`src/common/fetch_config.svh`:
```
`ifndef FETCH_CONFIG_SVH
`define FETCH_CONFIG_SVH

// core side sizes, addresses count 32-bit instruction words.
`define FETCH_AW 16
`define FETCH_IW 32

// wishbone data path.
`define WB_DW 16

// instruction cache geometry.
`define ICACHE_WAYS 4
`define ICACHE_SETS 32
`define ICACHE_IDX_W 5
`define ICACHE_OFF_W 2
`define ICACHE_TAG_W 9
`define ICACHE_LINE_W 128
`define ICACHE_BEATS 8

// boot rom wait cycles before each acknowledge.
`define ROM_WAIT 1

`endif

```
`src/common/wb_pkg.sv`:
```
`include "fetch_config.svh"

package wb_pkg;

    typedef struct packed {
        logic                 cyc;
        logic                 stb;
        logic                 we;
        logic [`WB_DW-1:0]    adr;
    } wb_m2s_t;

    typedef struct packed {
        logic                 ack;
        logic [`WB_DW-1:0]    dat;
    } wb_s2m_t;

    // flush_wait is a burst that finishes but is never written back.
    typedef enum logic [1:0] {
        LOOKUP,
        REFILL,
        FLUSH_WAIT
    } refill_state_e;

endpackage

```
`src/logic/wb_rom.sv`:
```
`include "fetch_config.svh"

module wb_rom (
    input  logic              i_clk,
    input  logic              i_rst,
    input  wb_pkg::wb_m2s_t   i_wb,
    output wb_pkg::wb_s2m_t   o_wb
);

    localparam int CNT_W = $clog2(`ROM_WAIT + 2);
    localparam logic [`WB_DW-1:0] ROM_KEY = 16'h3C5A;

    logic [CNT_W-1:0]   wait_q;
    logic               ack_q;
    logic [`WB_DW-1:0]  dat_q;
    logic               access;
    logic               ready;

    assign access = i_wb.cyc && i_wb.stb && !ack_q;
    assign ready = access && (wait_q == CNT_W'(`ROM_WAIT));

    // count restarts after every ack, so each beat pays the full wait.
    always_ff @(posedge i_clk) begin
        if (i_rst) begin
            wait_q <= '0;
            ack_q <= 1'b0;
        end else if (ready) begin
            wait_q <= '0;
            ack_q <= 1'b1;
        end else if (access) begin
            wait_q <= wait_q + 1'b1;
            ack_q <= 1'b0;
        end else begin
            wait_q <= '0;
            ack_q <= 1'b0;
        end
    end

    // fixed image, each halfword is its own address scrambled.
    always_ff @(posedge i_clk) begin
        if (ready && !i_wb.we) begin
            dat_q <= i_wb.adr ^ ROM_KEY;
        end
    end

    assign o_wb = '{ack: ack_q, dat: dat_q};

endmodule

```
`config.mk`:
```
export PLATFORM = sky130hd
export DESIGN_NAME = wb_rom
export DESIGN_NICKNAME = d
export VERILOG_FILES = /design/src/common/wb_pkg.sv /design/src/logic/wb_rom.sv
export VERILOG_INCLUDE_DIRS = /design/src /design/src/common
export SDC_FILE = /design/constraint.sdc
export NUM_CORES = 1
export LEC_CHECK = 0
export BUFFER_PORTS_ARGS = -buffer_cell sky130_fd_sc_hd__buf_2
export CORE_UTILIZATION = 45
export CTS_BUF_LIST = sky130_fd_sc_hd__clkbuf_8
export CTS_CLUSTER_DIAMETER = 80
export DETAILED_ROUTE_END_ITERATION = 8
export PLACE_DENSITY = 0.83
export RECOVER_POWER = 50
export SETUP_SLACK_MARGIN = 0.5
export SYNTH_ARGS = -nofsm -noshare
export SYNTH_HDL_FRONTEND = slang
export SYNTH_SLANG_ARGS = --single-unit
```
`constraint.sdc`:
```
create_clock -name i_clk -period 3.5 [get_ports i_clk]
set_clock_uncertainty 0.1 [all_clocks]
set_input_delay 0.525 -clock i_clk [delete_from_list [all_inputs] [get_ports i_clk]]
set_output_delay 0.525 -clock i_clk [all_outputs]
set_load 0.05 [all_outputs]
```
### Yosys cells after proc, flatten, opt, wreduce, memory -nomap -nowiden

Index checks and enable logic that the tools add are counted.

* add/sub/neg operators: 1
* multiply operators: 0
* div/mod/pow operators: 0
* $lt $le $gt $ge: 0
* equality and inequality tests: 1
* shift operators: 0
* muxes and demuxes: 1
* bitwise gates (word level): 2
* reductions and logical operators: 7

Operators by type and width (number)
* 8-bit NOT: 1
* 1-bit logical AND: 4
* 3-bit OR reduction: 1
* 2-bit by 1-bit adder with 2-bit output (second input constant): 1
* 2-bit by 1-bit equality test with 1-bit output (second input constant): 1
* 1-bit logical NOT: 2
* 1-bit 2-to-1 mux: 1
* 1-bit NOT: 1

* register bits: 19
* bits in latches: 0
* memory bits (writable): 0
* memory bits (read-only): 0
* input bits: 21
* output and inout port bits: 17
* logic and storage cells: 15
* memories kept: 0

### Logic depth before layout (Yosys ltp)

* depth in word-level cells: 4
* gate-level depth with buffers: 4
* gate-level depth less buffers: 4

### Worst setup path after synthesis

No wires, ideal clock.

* path kind: input port to flip-flop
* from: in i_wb[18] in the netlist's numbering
* to: reg dat_q[0], enable pin
* setup time: 0.389 ns
* arrival: 1.349 ns
* required time: 3.011 ns
* path slack: 1.663 ns
* stages on the path: 2
* buffers on the path: 0
* cell sequence: nand4b_1 > nor2_1

* cells in the longest elaborated chain, start to end: 4

Ends and longest elaborated chain
* from (decl): line wb_rom.sv:6 `input wb_pkg::wb_m2s_t i_wb,`
* 1-bit logical AND (2 in series): line wb_rom.sv:19 `assign access = i_wb.cyc && i_wb.stb && !ack_q;`
* 1-bit logical AND: line wb_rom.sv:20 `` assign ready = access && (wait_q == CNT_W'(`ROM_WAIT)); ``
* 1-bit logical AND: line wb_rom.sv:41 `if (ready && !i_wb.we) begin`
* to (signal assigned): line wb_rom.sv:42 `dat_q <= i_wb.adr ^ ROM_KEY;`
* to (decl): line wb_rom.sv:15 `` logic [`WB_DW-1:0] dat_q; ``

No other way between the ends.
A chain may end at the register's enable or synchronous reset.

### Final worst setup path

* from: reg wait_q[0]
* to: reg dat_q[11], enable pin

* cells in the longest elaborated chain, start to end: 3

Ends and longest elaborated chain
* from (decl): line wb_rom.sv:13 `logic [CNT_W-1:0] wait_q;`
* from (signal assigned): line wb_rom.sv:31 `wait_q <= wait_q + 1'b1;`
* 2-bit by 1-bit equality test with 1-bit output: line wb_rom.sv:20
* 1-bit logical AND: line wb_rom.sv:20
* 1-bit logical AND: line wb_rom.sv:41

No other way between the ends.

==> flow_summary.ini <==
[timing]
summed_negative_setup_slack_over_all_endpoints_ns = 0
timing_max_transition_violations_final = 0
achievable-frequency_ghz = 0.545
finalCriticalPeriod_ns = 1.84
max-slew-margin-rel = 0.459
final_setup_violation_count = 0
final-hold-violation-count = 0
setup_repair_after_global_routing_missed_its_margin = false
final.period_utilization = 0.524
worst_slew_pin_slew_ns = 0.812

[critical_path]
reg2reg_slack_ns = 1.66
arrival_ns = 1.61
critPathCaptureType = register
worst-r2r-cell-count = 4
path_max_fanout = 16
timing.critical_path.to = dat_q[11]
path_delay_family = buffers and inverters
crit-reg2reg-capture = dat_q[11]
max_stage_delay_on_crit_path_ns = 0.62
worst_setup_path_startpoint = wait_q[0]
required_ns = 3.27
cp-start-kind = register
timing.setup.critical_path_class = register to register
path_cells = ha_1, nand4b_1, nor2_1, clkbuf_1
critical_path_depth = 4
critical_path_buf_inv_count = 1
r2r_start = wait_q[0]
cpMaxStageDelayCell = clkbuf_1

[clock_network]
cts_max_path_buffers = 2
clock_latency_ns = 0.25
cts-hold-fix-buffers = 0
cts.sinks = 19
post_cts_buffers = 0
cts-resized-gates = 0
cts_tree = done
worst_setup_hold_path_clk_slew_ns = 0.06
cts_htree_levels = 1
numCtsBuffers = 3
ctsRootBufferMaster = clkbuf_8

[floorplanning]
chipHeight_um = 39.6
top_level_ports = 38
die_w_um = 39.6
floorplan.initialDensity = 0.488
fp.coreArea_sq_um = 1300
placementRows = 13
die_area_sq_um = 1570

[flow_run]
timing.max_cap.violations = 0

[hold_path]
worst_hold_path_type = primary input to register
holdPathStages = 2

[global_route]
antenna_found_initial = 0
grt.overflow.total = 0
grt_start_max_net_pins = 17
grt_pass1_wl_mm = 1.35
vias_in_the_first_global_route = 315
grt.total_usage = 0.155

[logic_synthesis]
synthDistinctLibCells = 9
post_synth_inst_count = 36
synth.net_count = 58
synth_area_per_cell_sq_um = 17.7
netlist_area_sq_um = 636
synth_warnings = 0
register_area_share_after_synthesis = 0.850
register_bit_total_from_synthesis = 19

[layout]
antennaDiodeCount = 0
layout.cells.most_common = buf_2
drive_above_1_share = 0.442
mostFrequentLayoutCells = 31 x buf_2, 16 x edfxtp_1, 10 x inv_1, 7 x clkbuf_1
post-route-util = 0.671
design_area_sq_um = 873
synthToLayoutAreaGrowth_pct = 37.4
final_nets = 100

[route]
routed_wire_length_per_instance_um = 11.8
totalWireLength_mm = 1.08
remaining_drc_errors = 0
detail_route.vias_per_cell = 4.41
firstDrtPassIters = 4
detailroute.via_count = 406
drt_first_iter_violations = 4
final_antenna_net_count = 0

[place]
dp_hpwl_um = 852
place.gp.congestion = 0.557
place.port_buffers = 37
placed_inst_area_sq_um = 840

[pwr]
peakVddDrop_v = 0.000351
finalPower_w = 0.000409
power_per_cell_area_nw_per_um2 = 468
cellLeakagePower_nw = 0.387

[status]
status = complete, no violations
sequential cells by signal, summed over array words and instances, names as in the netlist:
register  flops
wait_q        2
ack_q         1
dat_q        16
metrics by stage:
stage	hold WS, ns	instances	setup WS, ns
3_3_place_gp	0.318	88	1.97
4_1_cts	0.334	92	2.00
5_1_grt	0.340	92	1.51
6_report	0.341	92	1.66
2_1_floorplan	0.303	36	1.66
3_5_place_dp	0.338	88	1.95
layout make-up:
class                      count  area, sq um
clock buffer                   3         41.3
multi-input combinational      7         53.8
tap                           15         18.8
inverter                       9         33.8
timing repair buffer          38          181
fill                         112          428
sequential                    19          541
clock inverter                 1         3.75
power breakdown:
group	switching, W	internal, W	total (W)	leakage [nW]
Sequential	0.000000626	0.000247	0.000248	0.168
Combinational	0.0000105	0.0000104	0.0000210	0.192
Clock	0.0000626	0.0000776	0.000140	0.0269
logic make-up (layout without fill, tap and decap cells):
family	Yosys count	after routing	share of synthesized area
adder cells (fa/ha/maj)	1	1	0.0197
buffers and inverters	10	51	0.0650
flip-flops	19	19	0.850
AND/OR/NAND/NOR	6	6	0.0650
Yosys cell counts (all sizes together):
cell | n | share of area
buf | 1 | 0.012
dfxtp | 3 | 0.094
edfxtp | 16 | 0.76
ha | 1 | 0.020
inv | 9 | 0.053
nand4b | 1 | 0.014
nor2 | 2 | 0.012
nor3b | 2 | 0.024
or4b | 1 | 0.016
worst min path at each step:
stage	startpoint	end	slack (ns)
4_1_cts	i_rst	ack_q	0.33
3_3_place_gp	wait_q[0]	wait_q[0]	0.32
5_1_grt	i_wb[8]	dat_q[8]	0.34
6_report	i_rst	ack_q	0.34
2_1_floorplan	wait_q[0]	wait_q[0]	0.30
3_5_place_dp	wait_q[0]	wait_q[0]	0.34
layer usage:
layer  wire length [um]  GRT usage  share of wire  up-vias
met3                 82     0.0852          0.076        2
met4                 23      0.129          0.021        0
met2                605      0.246           0.56       21
met5                  0          0              0        -
met1                373      0.140           0.34      181
li1                   -          -              -      202
(Power assumes the default switching activity.)
