File: src/common/fetch_config.svh
`ifndef FETCH_CONFIG_SVH
`define FETCH_CONFIG_SVH

// core side sizes, addresses count 32-bit instruction words.
`define FETCH_AW 16
`define FETCH_IW 32

// wishbone data path.
`define WB_DW 16

// instruction cache geometry.
`define ICACHE_WAYS 4
`define ICACHE_SETS 32
`define ICACHE_IDX_W 5
`define ICACHE_OFF_W 2
`define ICACHE_TAG_W 9
`define ICACHE_LINE_W 128
`define ICACHE_BEATS 8

// boot rom wait cycles before each acknowledge.
`define ROM_WAIT 1

`endif

File: src/common/fetch_pkg.sv
`include "fetch_config.svh"

package fetch_pkg;

    // address presented to the cache with a submit.
    typedef struct packed {
        logic [`FETCH_AW-1:0] addr;
    } fetch_req_t;

    // one delivered instruction and its pc.
    typedef struct packed {
        logic [`FETCH_AW-1:0] pc;
        logic [`FETCH_IW-1:0] instr;
    } fetch_out_t;

    typedef enum logic [1:0] {
        IDLE,
        ISSUE,
        WAIT
    } fetch_state_e;

    // valid sits in the low bit.
    typedef struct packed {
        logic [`ICACHE_TAG_W-1:0]  tag;
        logic [`ICACHE_LINE_W-1:0] line;
        logic                      valid;
    } cache_entry_t;

endpackage

File: src/logic/fetch_unit.sv
`include "fetch_config.svh"

module fetch_unit (
    input  logic                    i_clk,
    input  logic                    i_rst,
    input  logic                    i_redirect,
    input  logic [`FETCH_AW-1:0]    i_redirect_pc,
    input  logic                    i_flush,
    output logic                    o_req,
    output logic                    o_submit,
    output fetch_pkg::fetch_req_t   o_addr,
    input  logic                    i_ack,
    input  logic [`FETCH_IW-1:0]    i_instr,
    output logic                    o_fetch_valid,
    output fetch_pkg::fetch_out_t   o_fetch
);

    import fetch_pkg::*;

    fetch_state_e           state_q;
    logic [`FETCH_AW-1:0]   pc_q;
    logic [`FETCH_AW-1:0]   pc_inc;
    logic                   discard_q;
    logic                   kill;
    logic                   deliver;

    assign kill = i_redirect || i_flush;
    assign pc_inc = pc_q + 1'b1;
    assign deliver = (state_q == WAIT) && i_ack && !kill;

    // next pc goes out in the same cycle as the ack.
    assign o_req = (state_q != IDLE);
    assign o_submit = !kill && (((state_q == ISSUE) && !discard_q) || deliver);
    assign o_addr = '{addr: (state_q == WAIT) ? pc_inc : pc_q};

    always_ff @(posedge i_clk) begin
        if (i_rst) begin
            state_q <= IDLE;
            pc_q <= '0;
            discard_q <= 1'b0;
            o_fetch_valid <= 1'b0;
        end else begin
            o_fetch_valid <= deliver;
            if (i_redirect) begin
                pc_q <= i_redirect_pc;
            end else if (deliver) begin
                pc_q <= pc_inc;
            end
            case (state_q)
                IDLE: state_q <= ISSUE;
                ISSUE: begin
                    // the stale ack has to come back before a new submit.
                    if (i_ack) begin
                        discard_q <= 1'b0;
                    end
                    if (!kill && !discard_q) begin
                        state_q <= WAIT;
                    end
                end
                WAIT: begin
                    if (kill) begin
                        discard_q <= !i_ack;
                        state_q <= ISSUE;
                    end
                end
                default: state_q <= IDLE;
            endcase
        end
    end

    always_ff @(posedge i_clk) begin
        if (deliver) begin
            o_fetch <= '{pc: pc_q, instr: i_instr};
        end
    end

    a_no_submit_owed: assert property (@(posedge i_clk) disable iff (i_rst)
        o_submit |-> !discard_q)
        else $error("fetch_unit: submit while a stale ack is owed");

endmodule

File: config.mk
export PLATFORM = sky130hd
export DESIGN_NAME = fetch_unit
export DESIGN_NICKNAME = d
export VERILOG_FILES = /design/src/common/fetch_pkg.sv /design/src/logic/fetch_unit.sv
export VERILOG_INCLUDE_DIRS = /design/src /design/src/common
export SDC_FILE = /design/constraint.sdc
export NUM_CORES = 1
export LEC_CHECK = 0
export BUFFER_PORTS_ARGS = -buffer_cell sky130_fd_sc_hd__buf_2
export CORE_ASPECT_RATIO = 0.7
export CORE_UTILIZATION = 31
export CTS_CLUSTER_DIAMETER = 80
export DETAILED_ROUTE_END_ITERATION = 6
export GPL_TIMING_DRIVEN = 1
export RECOVER_POWER = 50
export SLEW_MARGIN = 5
export SYNTH_ARGS = -nofsm -noshare
export SYNTH_HDL_FRONTEND = slang
export SYNTH_SLANG_ARGS = --single-unit
File: constraint.sdc
create_clock -name i_clk -period 5.59 [get_ports i_clk]
set_input_delay 0.559 -clock i_clk [delete_from_list [all_inputs] [get_ports i_clk]]
set_output_delay 0.559 -clock i_clk [all_outputs]
set_load 0.005 [all_outputs]
== Yosys cells after proc, flatten, opt, wreduce, memory -nomap -nowiden ==
Cells that the tools add are included.
Storage, ports and cells
  register bits: 68
  bits of input ports: 53
  output and inout bits: 67
  word-level logic and storage cells: 37
Operators by class
  $add $sub $neg: 1
  equality and inequality tests: 5
  muxes and demuxes: 9
  reductions and logical operators: 16
Operators with widths (number)
  $mux W16: 3
  $add A16 B1 Y16 const B: 1
  $pmux W2 S3: 1
  $reduce_bool A2 Y1: 3
  $logic_and A1 B1 Y1: 5
  $mux W2: 2
  $ne A2 B2 Y1 const B: 2
  $logic_not A1 Y1: 3
  $reduce_and A3 Y1: 1
  $eq A2 B1 Y1 const B: 1
  $eq A2 B2 Y1 const B: 1
  $logic_not A2 Y1: 1
  $logic_or A1 B1 Y1: 2
  $mux W1: 2
  $ne A2 B1 Y1 const B: 1
  $pmux W1 S2: 1
  $reduce_and A2 Y1: 1

== Longest topological paths before layout ==
Gate-level depths: netlist of the first run.
  depth in word-level cells: 5
  depth in mapped cells: 6
  mapped depth without buffers: 5

== Worst setup path after synthesis of the first run ==
No wires, ideal clock.
  kind: input -> register
  start point: input i_redirect
  end point: register pc_q[1]
  library setup time: 0.089 ns
  data arrival time: 4.789 ns
  data required time: 5.501 ns
  slack: 0.712 ns
  stages on the path: 4
  buffers on the path: 1
  cells stage by stage: clkbuf_1 > nor3_1 > mux2i_1 > a211oi_1
Between the ends
  word-level cells in the longest chain between the ends: 4
  elaborated cells on any way between the ends: 5
  classes of those cells: 1 x mux; 4 x reduce/logical
Ends and longest elaborated chain
  start: declaration: line fetch_unit.sv:6  | input logic i_redirect,
  $logic_or A1 B1 Y1: line fetch_unit.sv:27  | assign kill = i_redirect || i_flush;
  $logic_not A1 Y1: line fetch_unit.sv:29  | assign deliver = (state_q == WAIT) && i_ack && !kill;
  $logic_and A1 B1 Y1: line fetch_unit.sv:29
  named net deliver: line fetch_unit.sv:25  | logic deliver;
  $reduce_bool A2 Y1 (no line)
  end signal: assignment: line fetch_unit.sv:45  | pc_q <= i_redirect_pc;
  end signal: assignment: line fetch_unit.sv:47  | pc_q <= pc_inc;
  end: declaration: line fetch_unit.sv:21  | logic [`FETCH_AW-1:0] pc_q;
The timed path passes the listed nets, and every way through them passes these cells.
A chain may end at the register's enable or synchronous reset.

==> results by group, run 1 <==
Timing
  • Fmax: around 350 MHz
  • RSZ-0062 raised after global routing: false
  • Setup ws final: 2.75 ns
  • Final setup fails: 0
  • Setup tns final: 0 ns
  • Final period util: 50.7%
  • Relative slew slack: a little over half
  • Minimum clock period: approximately 2.8 ns
  • Worst Clk Skew: 0.00557 ns
  • Final hold vios: 0
  • Max-slew violations: 0
  • Worst-Margin Slew: 0.700 ns

Synth
  • Post-Syn Area: 2840 sq um
  • Synth Warn #: 0
  • Synth top cells by count: edfxtp_1, nand2_1, dfxtp_1
  • Cell with the most instances after synthesis: edfxtp_1
  • Area leader, netlist: edfxtp_1
  • Syn nets: around 280
  • EDFF count, synth: between 40 and 50
  • Yosys reg bits: a little under 70
  • Cell variety after synth: 45
  • Avg Cell Area, Syn: 12.4 sq um
  • Post-synth top area share: about 50%
  • Post-synthesis sequential area ratio: 65.0%
  • Area contributors post-synth: edfxtp_1, dfxtp_1, xor2_1, xnor2_1, nand2_1
  • Post-synthesis async set-or-reset flop share: 0%
  • Syn Inst Count: around 230
  • Primary FF master, synth: edfxtp_1

Finish
  • ANT cells: 0
  • P&R area growth vs syn: 36.0%
  • NumNets Final: approximately 400
  • Post-Layout Cell Count: 473
  • Share of layout cells above drive strength 1: around a third
  • Post-Layout Inst Area: slightly below 4000 sq um

Clock tree
  • Clock Sinks: 68
  • CTS root buf: clkbuf_16
  • H-tree level count: 3
  • Postcts setup bufs: 0
  • CTS clk-pin slew, worst paths: about 0.06 ns
  • Clock Tree Buf Depth: 2
  • Clock Latency Late Sink: around 0.33 ns
  • CTS tree: built
  • Resize count post-CTS: 0
  • Hold_buf cts: 0
  • CTS buffer count: 9

Job
  • MaxCap Viol Count: 0

Floorplan
  • Initial Utilization: ~33%
  • Row count: 28
  • I/O Pins: 120
  • Die span in x: around 120 um
  • Core Area: 8650 sq um
  • Die height: slightly above 80 um
  • DIE AREA: roughly 9500 sq um

Power
  • Leakage power: ~1.5 nW
  • Peak VDD IR: 0.000144 V
  • PwrDens: 331 nW/um^2

Outcome
  • Outcome: complete, no violations

Placed design
  • IO buf count: 119
  • Placed Cells: around 460
  • Gp weighted congestion: ~0.85
  • DP HPWL: 5200 um
  • Pre-CTS setup slack: between 3 and 4 ns
  • Placed Area: 3550 sq um

Critical path
  • CP endpoint kind: output port
  • Cell family with most CP delay: simple AND/OR/NAND/NOR gates
  • Worst r2r src: pc_q[0]
  • Crit path cell chain: ha_1, nand3_1, nor4_1, nand2_1, xnor2_1, buf_2
  • FF-to-FF path depth: 5
  • CP max stage delay: 0.51 ns
  • Worst path bufs/invs: 1
  • Crit path kind: flop to output port
  • Crit-path max FO: 9
  • WP data arrival: about 2.3 ns
  • Slowest cell on crit path: nor4_1
  • WP data required: roughly 5.0 ns
  • Worst reg-to-reg setup slack: roughly 3.6 ns
  • Critical path launch point type: flop
  • Reg2Reg Capture Point: pc_q[12]

Route
  • Detail Route Antenna Nets: 0
  • Drt wl/cell: about 15 um
  • Vias: approximately 2300
  • DR DRC count: 0
  • Vias per cell: just under 5
  • Drt total wl: slightly above 7000 um
  • DRT iter0 DRCs: 93
  • First-pass iteration count of the detailed router: 4

GRT
  • Vias in the first global route: around 2100
  • Largest net degree at the start of global routing: 29
  • Total Routing Usage GR: 15.6%
  • Gr ovfl total: 0
  • Initial antenna violation count: 0
  • First-pass GRT wire length: 10800 um

Worst hold path
  • Hold EP: o_fetch[23]
  • Hold Startpoint: i_instr[23]
  • Hold path depth: 1
  • Hold WC Path Type: input pin to flop
==> layer usage <==
| layer | up-vias | routed length (um) | global-route usage, % |
|---|---|---|---|
| met5 | - | 0 | 0 |
| met4 | 0 | 92 | 6.54 |
| met1 | 1048 | 3210 | 20.7 |
| li1 | 1095 | - | - |
| met3 | 11 | 794 | 6.27 |
| met2 | 122 | 3100 | 22.3 |
==> layout by cell type, fill, tap and decap left out, types with 3 or more instances in the layout <==
cell / netlist / final
bufinv_16: 0 / 3
o211ai_1: 3 / 3
o21ai_0: 3 / 3
xnor2_1: 10 / 10
nand4_1: 4 / 4
clkbuf_16: 0 / 9
nand3_1: 12 / 12
nor2_1: 19 / 19
edfxtp_1: 48 / 48
clkbuf_1: 7 / 29
a211oi_1: 7 / 7
xor2_1: 12 / 12
or3_1: 3 / 3
nor3_1: 7 / 6
buf_2: 4 / 90
dfxtp_1: 20 / 20
nand2_1: 21 / 21
nor4_1: 7 / 7
a21oi_1: 3 / 3
inv_1: 5 / 5
==> logic make-up after synthesis <==
group / Yosys count / share of synthesized area [%]
buffers and inverters: 17 / 2.43
AND/OR/NAND/NOR: 89 / 17.0
adder cells (fa/ha/maj): 1 / 0.441
AO/OA/AOI/OAI: 28 / 7.24
XOR/XNOR: 22 / 6.80
multiplexers: 3 / 1.10
flip-flops: 68 / 65.0
==> stage by stage <==
stage               total power, mW  util (%)  hold slack [ns]
floorplan                     0.606         -            0.403
global placement              0.642      41.0            0.503
detailed placement            0.643      41.0            0.496
CTS                            1.29      45.0            0.389
global route                   1.32      44.5            0.382
finish                         1.28      44.5            0.401
==> final cells by class <==
| cell class | count | area, sq um |
|---|---|---|
| well taps | 120 | 150 |
| flip-flops and latches | 68 | 1840 |
| clock buffers | 9 | 225 |
| inverters | 5 | 18.8 |
| clock inverters | 7 | 115 |
| fillers | 835 | 4800 |
| multi-input cells | 143 | 930 |
| repair buffers | 121 | 574 |
==> registers in the layout (all words and copies together), names as in the netlist <==
signal and count:
o_fetch 48, pc_q 16, state_q 2, discard_q 1
o_fetch_valid 1
==> worst max-delay path by stage <==
stage | from | endpoint | slack [ns] | cells after the start
2_1_floorplan | i_redirect | pc_q[1] | 0.71 | 4
3_3_place_gp | pc_q[0] | o_addr[14] | 3.20 | 6
3_5_place_dp | pc_q[0] | o_addr[14] | 3.12 | 6
4_1_cts | pc_q[0] | o_addr[14] | 2.78 | 6
5_1_grt | pc_q[0] | o_addr[14] | 2.53 | 6
6_report | pc_q[0] | o_addr[14] | 2.75 | 6
==> where the power goes <==
group | leakage, nW | switching (mW) | internal, mW | total (mW)
Combinational | 0.711 | 0.0310 | 0.0338 | 0.0649
Clock | 0.165 | 0.209 | 0.434 | 0.642
Sequential | 0.593 | 0.0191 | 0.549 | 0.568
(Power assumes the default switching activity.)
==> run 2, diff against run 1 <==
Settings changed: ABC_AREA set to 1.
Clock period 5.59 ns to 2.85 ns, I/O delays scaled along.
==> results by group, run 2 <==
Floorplan
  • Row count: 29 (+3.6%)
  • DIE AREA: 9900 sq um (+3.8%)
  • I/O Pins: 120 (unchanged)
  • Die height: 83.5 um (+1.9%)
  • Core Area: 9140 sq um (+5.7%)
  • Die span in x: 118 um (+1.9%)
  • Initial Utilization: 32.2% (-0.57 points)

Synth
  • Syn Inst Count: 288 (+26%)
  • Post-Syn Area: 2940 sq um (+3.8%)
  • Cell variety after synth: 31 (-31%)
  • Post-synthesis async set-or-reset flop share: 0% (unchanged)
  • Area leader, netlist: edfxtp_1
  • Syn nets: 342 (+21%)
  • Post-synth top area share: 49.0% (-1.9 points)
  • Post-synthesis sequential area ratio: 62.6% (-2.4 points)
  • Synth top cells by count: nand2_1, edfxtp_1, inv_1
  • Yosys reg bits: 68 (unchanged)
  • Area contributors post-synth: edfxtp_1, dfxtp_1, nand2_1, nand3_1, inv_1
  • EDFF count, synth: 48 (unchanged)
  • Synth Warn #: 0 (unchanged)
  • Primary FF master, synth: edfxtp_1
  • Avg Cell Area, Syn: 10.2 sq um (-18%)
  • Cell with the most instances after synthesis: nand2_1

Timing
  • Final hold slack: 0.129 ns (-0.272 ns)
  • Final period util: between 70 and 80%
  • Worst-Margin Slew: 0.470 ns (-0.229 ns)
  • Relative slew slack: 68.6% (+15 points)
  • Fmax: around 450 MHz
  • Minimum clock period: about 2.2 ns
  • Final hold vios: 0 (unchanged)
  • Final setup fails: 0 (unchanged)
  • Setup tns final: 0 ns (unchanged)
  • Worst Clk Skew: 0.00512 ns (-0.000452 ns)
  • RSZ-0062 raised after global routing: false
  • Max-slew violations: 0 (unchanged)

Critical path
  • Cell family with most CP delay: simple AND/OR/NAND/NOR gates
  • CP max stage delay: 0.44 ns (-0.07 ns)
  • Reg2Reg Capture Point: pc_q[3]
  • Worst path bufs/invs: 1 (unchanged)
  • WP data required: 2.57 ns (-2.46 ns)
  • WP data arrival: 1.92 ns (-0.36 ns)
  • Crit path kind: flop to output port
  • Worst r2r src: state_q[1]
  • Worst reg-to-reg setup slack: 0.85 ns (-2.73 ns)
  • CP endpoint kind: output port
  • Slowest cell on crit path: dfxtp_1
  • FF-to-FF path depth: 9 (+4)
  • Critical path launch point type: flop
  • Crit-path max FO: 6 (-3)
  • Crit path cell chain: ha_1, nand2_1, nor2_2, nand2_1, o21ai_1, nand3_1, o21ai_1, buf_2

Finish
  • Most frequent cells in the layout: buf_2, nand2_1, edfxtp_1
  • P&R area growth vs syn: 34.8%
  • Max FFs per register: 48 (unchanged)
  • Most flops, register: o_fetch
  • NumNets Final: 468 (+16%)
  • Final Core Density: 43.4% (-1.2 points)
  • Largest registers: o_fetch x48, pc_q x16, state_q x2
  • Commonest non-fill, non-tap cell in the layout: buf_2
  • Layout fillers: 944 (+13%)
  • Register Area: 1840 sq um (unchanged)
  • Area occupied by multi-input gates: 943 sq um (+1.5%)
  • Share of layout cells above drive strength 1: 33.4% (+0.83 points)
  • ANT cells: 0 (unchanged)

Clock tree
  • Clock Latency Late Sink: 0.33 ns (about the same)
  • CTS buffer count: 9 (unchanged)
  • CTS tree: built
  • CTS clk-pin slew, worst paths: 0.06 ns (about the same)
  • Hold_buf cts: 0 (unchanged)
  • H-tree level count: 3 (unchanged)
  • Clock Sinks: 68 (unchanged)
  • CTS root buf: clkbuf_16
  • Clock Tree Buf Depth: 2 (unchanged)
  • Resize count post-CTS: 0 (unchanged)
  • Postcts setup bufs: 0 (unchanged)

GRT
  • Initial antenna violation count: 0 (unchanged)
  • First-pass GRT wire length: 11500 um (+7.1%)
  • Largest net degree at the start of global routing: 32 (+10%)
  • Gr ovfl total: 0 (unchanged)
  • Total Routing Usage GR: 15.6% (about the same)
  • Vias in the first global route: 2299 (+8.0%)

Route
  • Detail Route Antenna Nets: 0 (unchanged)
  • First-pass iteration count of the detailed router: 4 (unchanged)
  • Vias: 2431 (+6.8%)
  • Drt wl/cell: 13.7 um (-10%)
  • DR DRC count: 0 (unchanged)
  • DRT iter0 DRCs: 124 (+33%)
  • Drt total wl: 7410 um (+3.1%)
  • Vias per cell: 4.48 (-7.0%)

Worst hold path
  • Hold Startpoint: i_instr[23]
  • Hold EP: o_fetch[23]
  • Hold path depth: 1 (unchanged)
  • Hold WC Path Type: input pin to flop

Placed design
  • Gp weighted congestion: 0.819 (-3.5%)
  • DP HPWL: 5370 um (+3.4%)
  • IO buf count: 119 (unchanged)

Outcome
  • Outcome: complete, no violations

Power
  • Leakage power: 1.71 nW (+16%)
  • PwrDens: 595 nW/um^2 (+80%)
  • Peak VDD IR: 0.000223 V (+55%)

Job
  • MaxCap Viol Count: 0 (unchanged)
run 2: layout make-up:
type                    instances  share of cell area (%)
well taps                     124                    3.91
clock inverters                 7                    1.92
multi-input cells             182                    23.8
inverters                      32                    3.06
clock buffers                   9                    5.68
repair buffers                121                    15.2
flip-flops and latches         68                    46.4
run 2: report_power, final:
group	total (mW)	internal [mW]	switching [mW]
registers	1.10	1.07	0.0226
logic	0.151	0.0667	0.0842
clock network	1.12	0.681	0.435
total	2.36	1.82	0.541
run 2: logic make-up (layout without fill, tap and decap cells):
logic type                 count (synthesis)  count (layout)  synth area share (%)
and+or+nand+nor                          137             137                  22.8
DFF                                       68              68                  62.6
buffers and inverters                     38             169                  5.40
AOI/OAI and AO/OA                         36              36                  6.42
xor gates and xnor gates                   7               7                  2.08
adders and majority gates                  1               1                 0.425
muxes                                      1               1                 0.340
run 2: metrics by stage:
stage | std cells | power [mW] | instance area [sq um] | worst slack (ns)
2_1_floorplan | 288 | 1.19 | 2940 | 1.16
3_3_place_gp | 527 | 1.27 | 3680 | 0.947
3_5_place_dp | 527 | 1.27 | 3680 | 0.884
4_1_cts | 543 | 2.40 | 3990 | 0.657
5_1_grt | 543 | 2.46 | 3970 | 0.508
6_report | 543 | 2.36 | 3970 | 0.647
run 2: metal layers:
layer / routed length, um / GRT usage (%)
met3: 659 / 5.94
met2: 2990 / 22.5
met1: 3650 / 21.4
met5: 0 / 0
met4: 112 / 5.29
run 2: worst max path at each step:
stage,startpoint,end,slack [ns],cells after the start
2_1_floorplan,state_q[0],pc_q[0],1.16,5
3_3_place_gp,state_q[1],o_fetch[34],0.95,5
3_5_place_dp,state_q[1],o_fetch[36],0.88,5
4_1_cts,pc_q[0],o_addr[12],0.66,8
5_1_grt,pc_q[0],o_addr[12],0.51,8
6_report,pc_q[0],o_addr[12],0.65,8
==> run 3, diff against run 2 <==
Settings changed: ABC_AREA 1 to 0.
Clock period 2.85 ns to 1.8 ns, I/O delays scaled along.
==> results by group, run 3 (same netlist as run 1, synthesis figures left out) <==
Outcome
  • Outcome: finished, violations left
  • Failing checks: negative setup slack

Critical path
  • WP data required: 1.62 ns (-0.95 ns)
  • WP data arrival: 1.65 ns (-0.27 ns)
  • Critical path launch point type: flop
  • CP endpoint kind: output port
  • Crit-path max FO: 3 (-3)
  • Crit path kind: flop to output port

Clock tree
  • CTS buffer count: 9 (unchanged)
  • CTS clk-pin slew, worst paths: 0.06 ns (about the same)
  • Clock Tree Buf Depth: 2 (unchanged)
  • H-tree level count: 3 (unchanged)
  • CTS tree: built
  • CTS root buf: clkbuf_16
  • Clock Latency Late Sink: 0.33 ns (about the same)
  • Clock Sinks: 68 (unchanged)

Finish
  • Most flops, register: o_fetch
  • NumNets Final: 445 (-4.9%)
  • Share of layout cells above drive strength 1: 51.3% (+18 points)
  • ANT cells: 0 (unchanged)
  • Most frequent cells in the layout: buf_2, edfxtp_1, buf_4
  • P&R area growth vs syn: 57.3%
  • Largest registers: o_fetch x48, pc_q x16, state_q x2
  • Commonest non-fill, non-tap cell in the layout: buf_2
  • Max FFs per register: 48 (unchanged)

Timing
  • RSZ-0062 raised after global routing: true
  • Setup tns final: -0.0499 ns (-0.0499 ns)
  • Worst Clk Skew: 0.00584 ns (+0.000724 ns)
  • Final hold vios: 0 (unchanged)
  • Relative slew slack: 69.4% (+0.78 points)
  • Max-slew violations: 0 (unchanged)
  • Worst-Margin Slew: 0.455 ns (-0.0153 ns)
  • Minimum clock period: 1.83 ns
  • Final setup fails: 4 (+4)
  • Setup ws final: -0.0269 ns (-0.674 ns)
  • Final period util: 101%
  • Fmax: between 500 and 600 MHz

Job
  • MaxCap Viol Count: 0 (unchanged)

GRT
  • Gr ovfl total: 0 (unchanged)
  • First-pass GRT wire length: 11400 um (-0.90%)
  • Largest net degree at the start of global routing: 25 (-22%)
  • Initial antenna violation count: 0 (unchanged)
  • Total Routing Usage GR: 16.8% (+1.2 points)
  • Vias in the first global route: 2249 (-2.2%)

Floorplan
  • Die span in x: 116 um (-1.8%)
  • Core Area: 8650 sq um (-5.4%)
  • I/O Pins: 120 (unchanged)
  • Initial Utilization: 32.8% (+0.57 points)
  • DIE AREA: 9540 sq um (-3.6%)
  • Row count: 28 (-3.4%)
  • Die height: 82.0 um (-1.8%)

Route
  • Detail Route Antenna Nets: 0 (unchanged)
  • Vias per cell: 4.74 (+5.8%)
  • Drt total wl: 7960 um (+7.4%)
  • Vias: 2445 (+0.58%)
  • Drt wl/cell: 15.4 um (+13%)
  • DR DRC count: 0 (unchanged)
  • DRT iter0 DRCs: 127 (+2.4%)
  • First-pass iteration count of the detailed router: 4 (unchanged)

Power
  • Peak VDD IR: 0.000423 V (+90%)
  • PwrDens: 876 nW/um^2 (+47%)
  • Total power: 3.91 mW (+65%)
  • Leakage power: 1.84 nW (+7.9%)

Placed design
  • IO buf count: 119 (unchanged)
  • Gp weighted congestion: 0.838 (+2.4%)
  • DP HPWL: 5680 um (+5.7%)

Worst hold path
  • Hold WC Path Type: input pin to flop
==> run 3: cell types whose count changed in the layout (fill, tap and decap cells not counted), sizes merged, moves of 9 or more <==
cell / previous run / this run
nand2: 87 / 21
clkbuf: 24 / 33
o21ai: 22 / 3
nand3: 27 / 13
buf: 106 / 141
inv: 31 / 5
==> run 3: routing by layer <==
metal	vias up	global-route usage (%)	wire length, um
met4	0	6.92	115
li1	1183	-	-
met2	100	25.7	3330
met1	1151	21.5	3890
met5	-	0	0
met3	11	5.98	634
==> run 3: stage by stage <==
stage          util, %  instance area (sq um)  hold WS (ns)  setup slack, ns  instances
2_1_floorplan        -                   2850         0.270           -0.574        228
3_3_place_gp      44.0                   3810         0.357            0.123        487
3_5_place_dp      44.0                   3810         0.358           0.0760        487
4_1_cts           50.7                   4390        0.0104           -0.101        512
5_1_grt           51.5                   4460       0.00793           -0.138        516
6_report          51.5                   4460        0.0249          -0.0269        516
==> run 3: worst max-delay path: stages (launching register included) <==
cell,delay (ns)
dfxtp_2,0.36
buf_6,0.10
nand4_1,0.20
nor4_4,0.24
buf_4,0.16
xor2_1,0.12
buf_2,0.13
==> run 3: what timing repair did <==
| action | CTS | global route |
|---|---|---|
| hold buffers | 0 | 0 |
| endpoints found under the setup margin | 11 | 16 |
| pin swaps | 17 | 9 |
| gates resized for setup | 50 | 16 |
| setup buffers | 9 | 3 |
| cloned | 0 | 1 |
==> run 3: layout make-up <==
class	count	area (sq um)
fillers	814	4190
clock inverters	6	88.8
well taps	120	150
repair buffers	164	971
multi-input cells	143	1130
flip-flops and latches	68	1880
inverters	5	18.8
clock buffers	10	229
==> run 3: final timing paths <==
kind | from | to | slack [ns] | cells past startpoint
max | pc_q[1] | o_addr[11] | -0.03 | 6
min | i_instr[17] | o_fetch[17] | 0.02 | 1
max reg2reg | state_q[0] | o_fetch[27] | 0.03 | 5
min reg2reg | pc_q[13] | o_fetch[45] | 0.51 | 0
==> run 3: power breakdown <==
group / switching, mW / internal (mW)
Sequential: 0.0420 / 1.70
Combinational: 0.142 / 0.156
Clock: 0.651 / 1.21
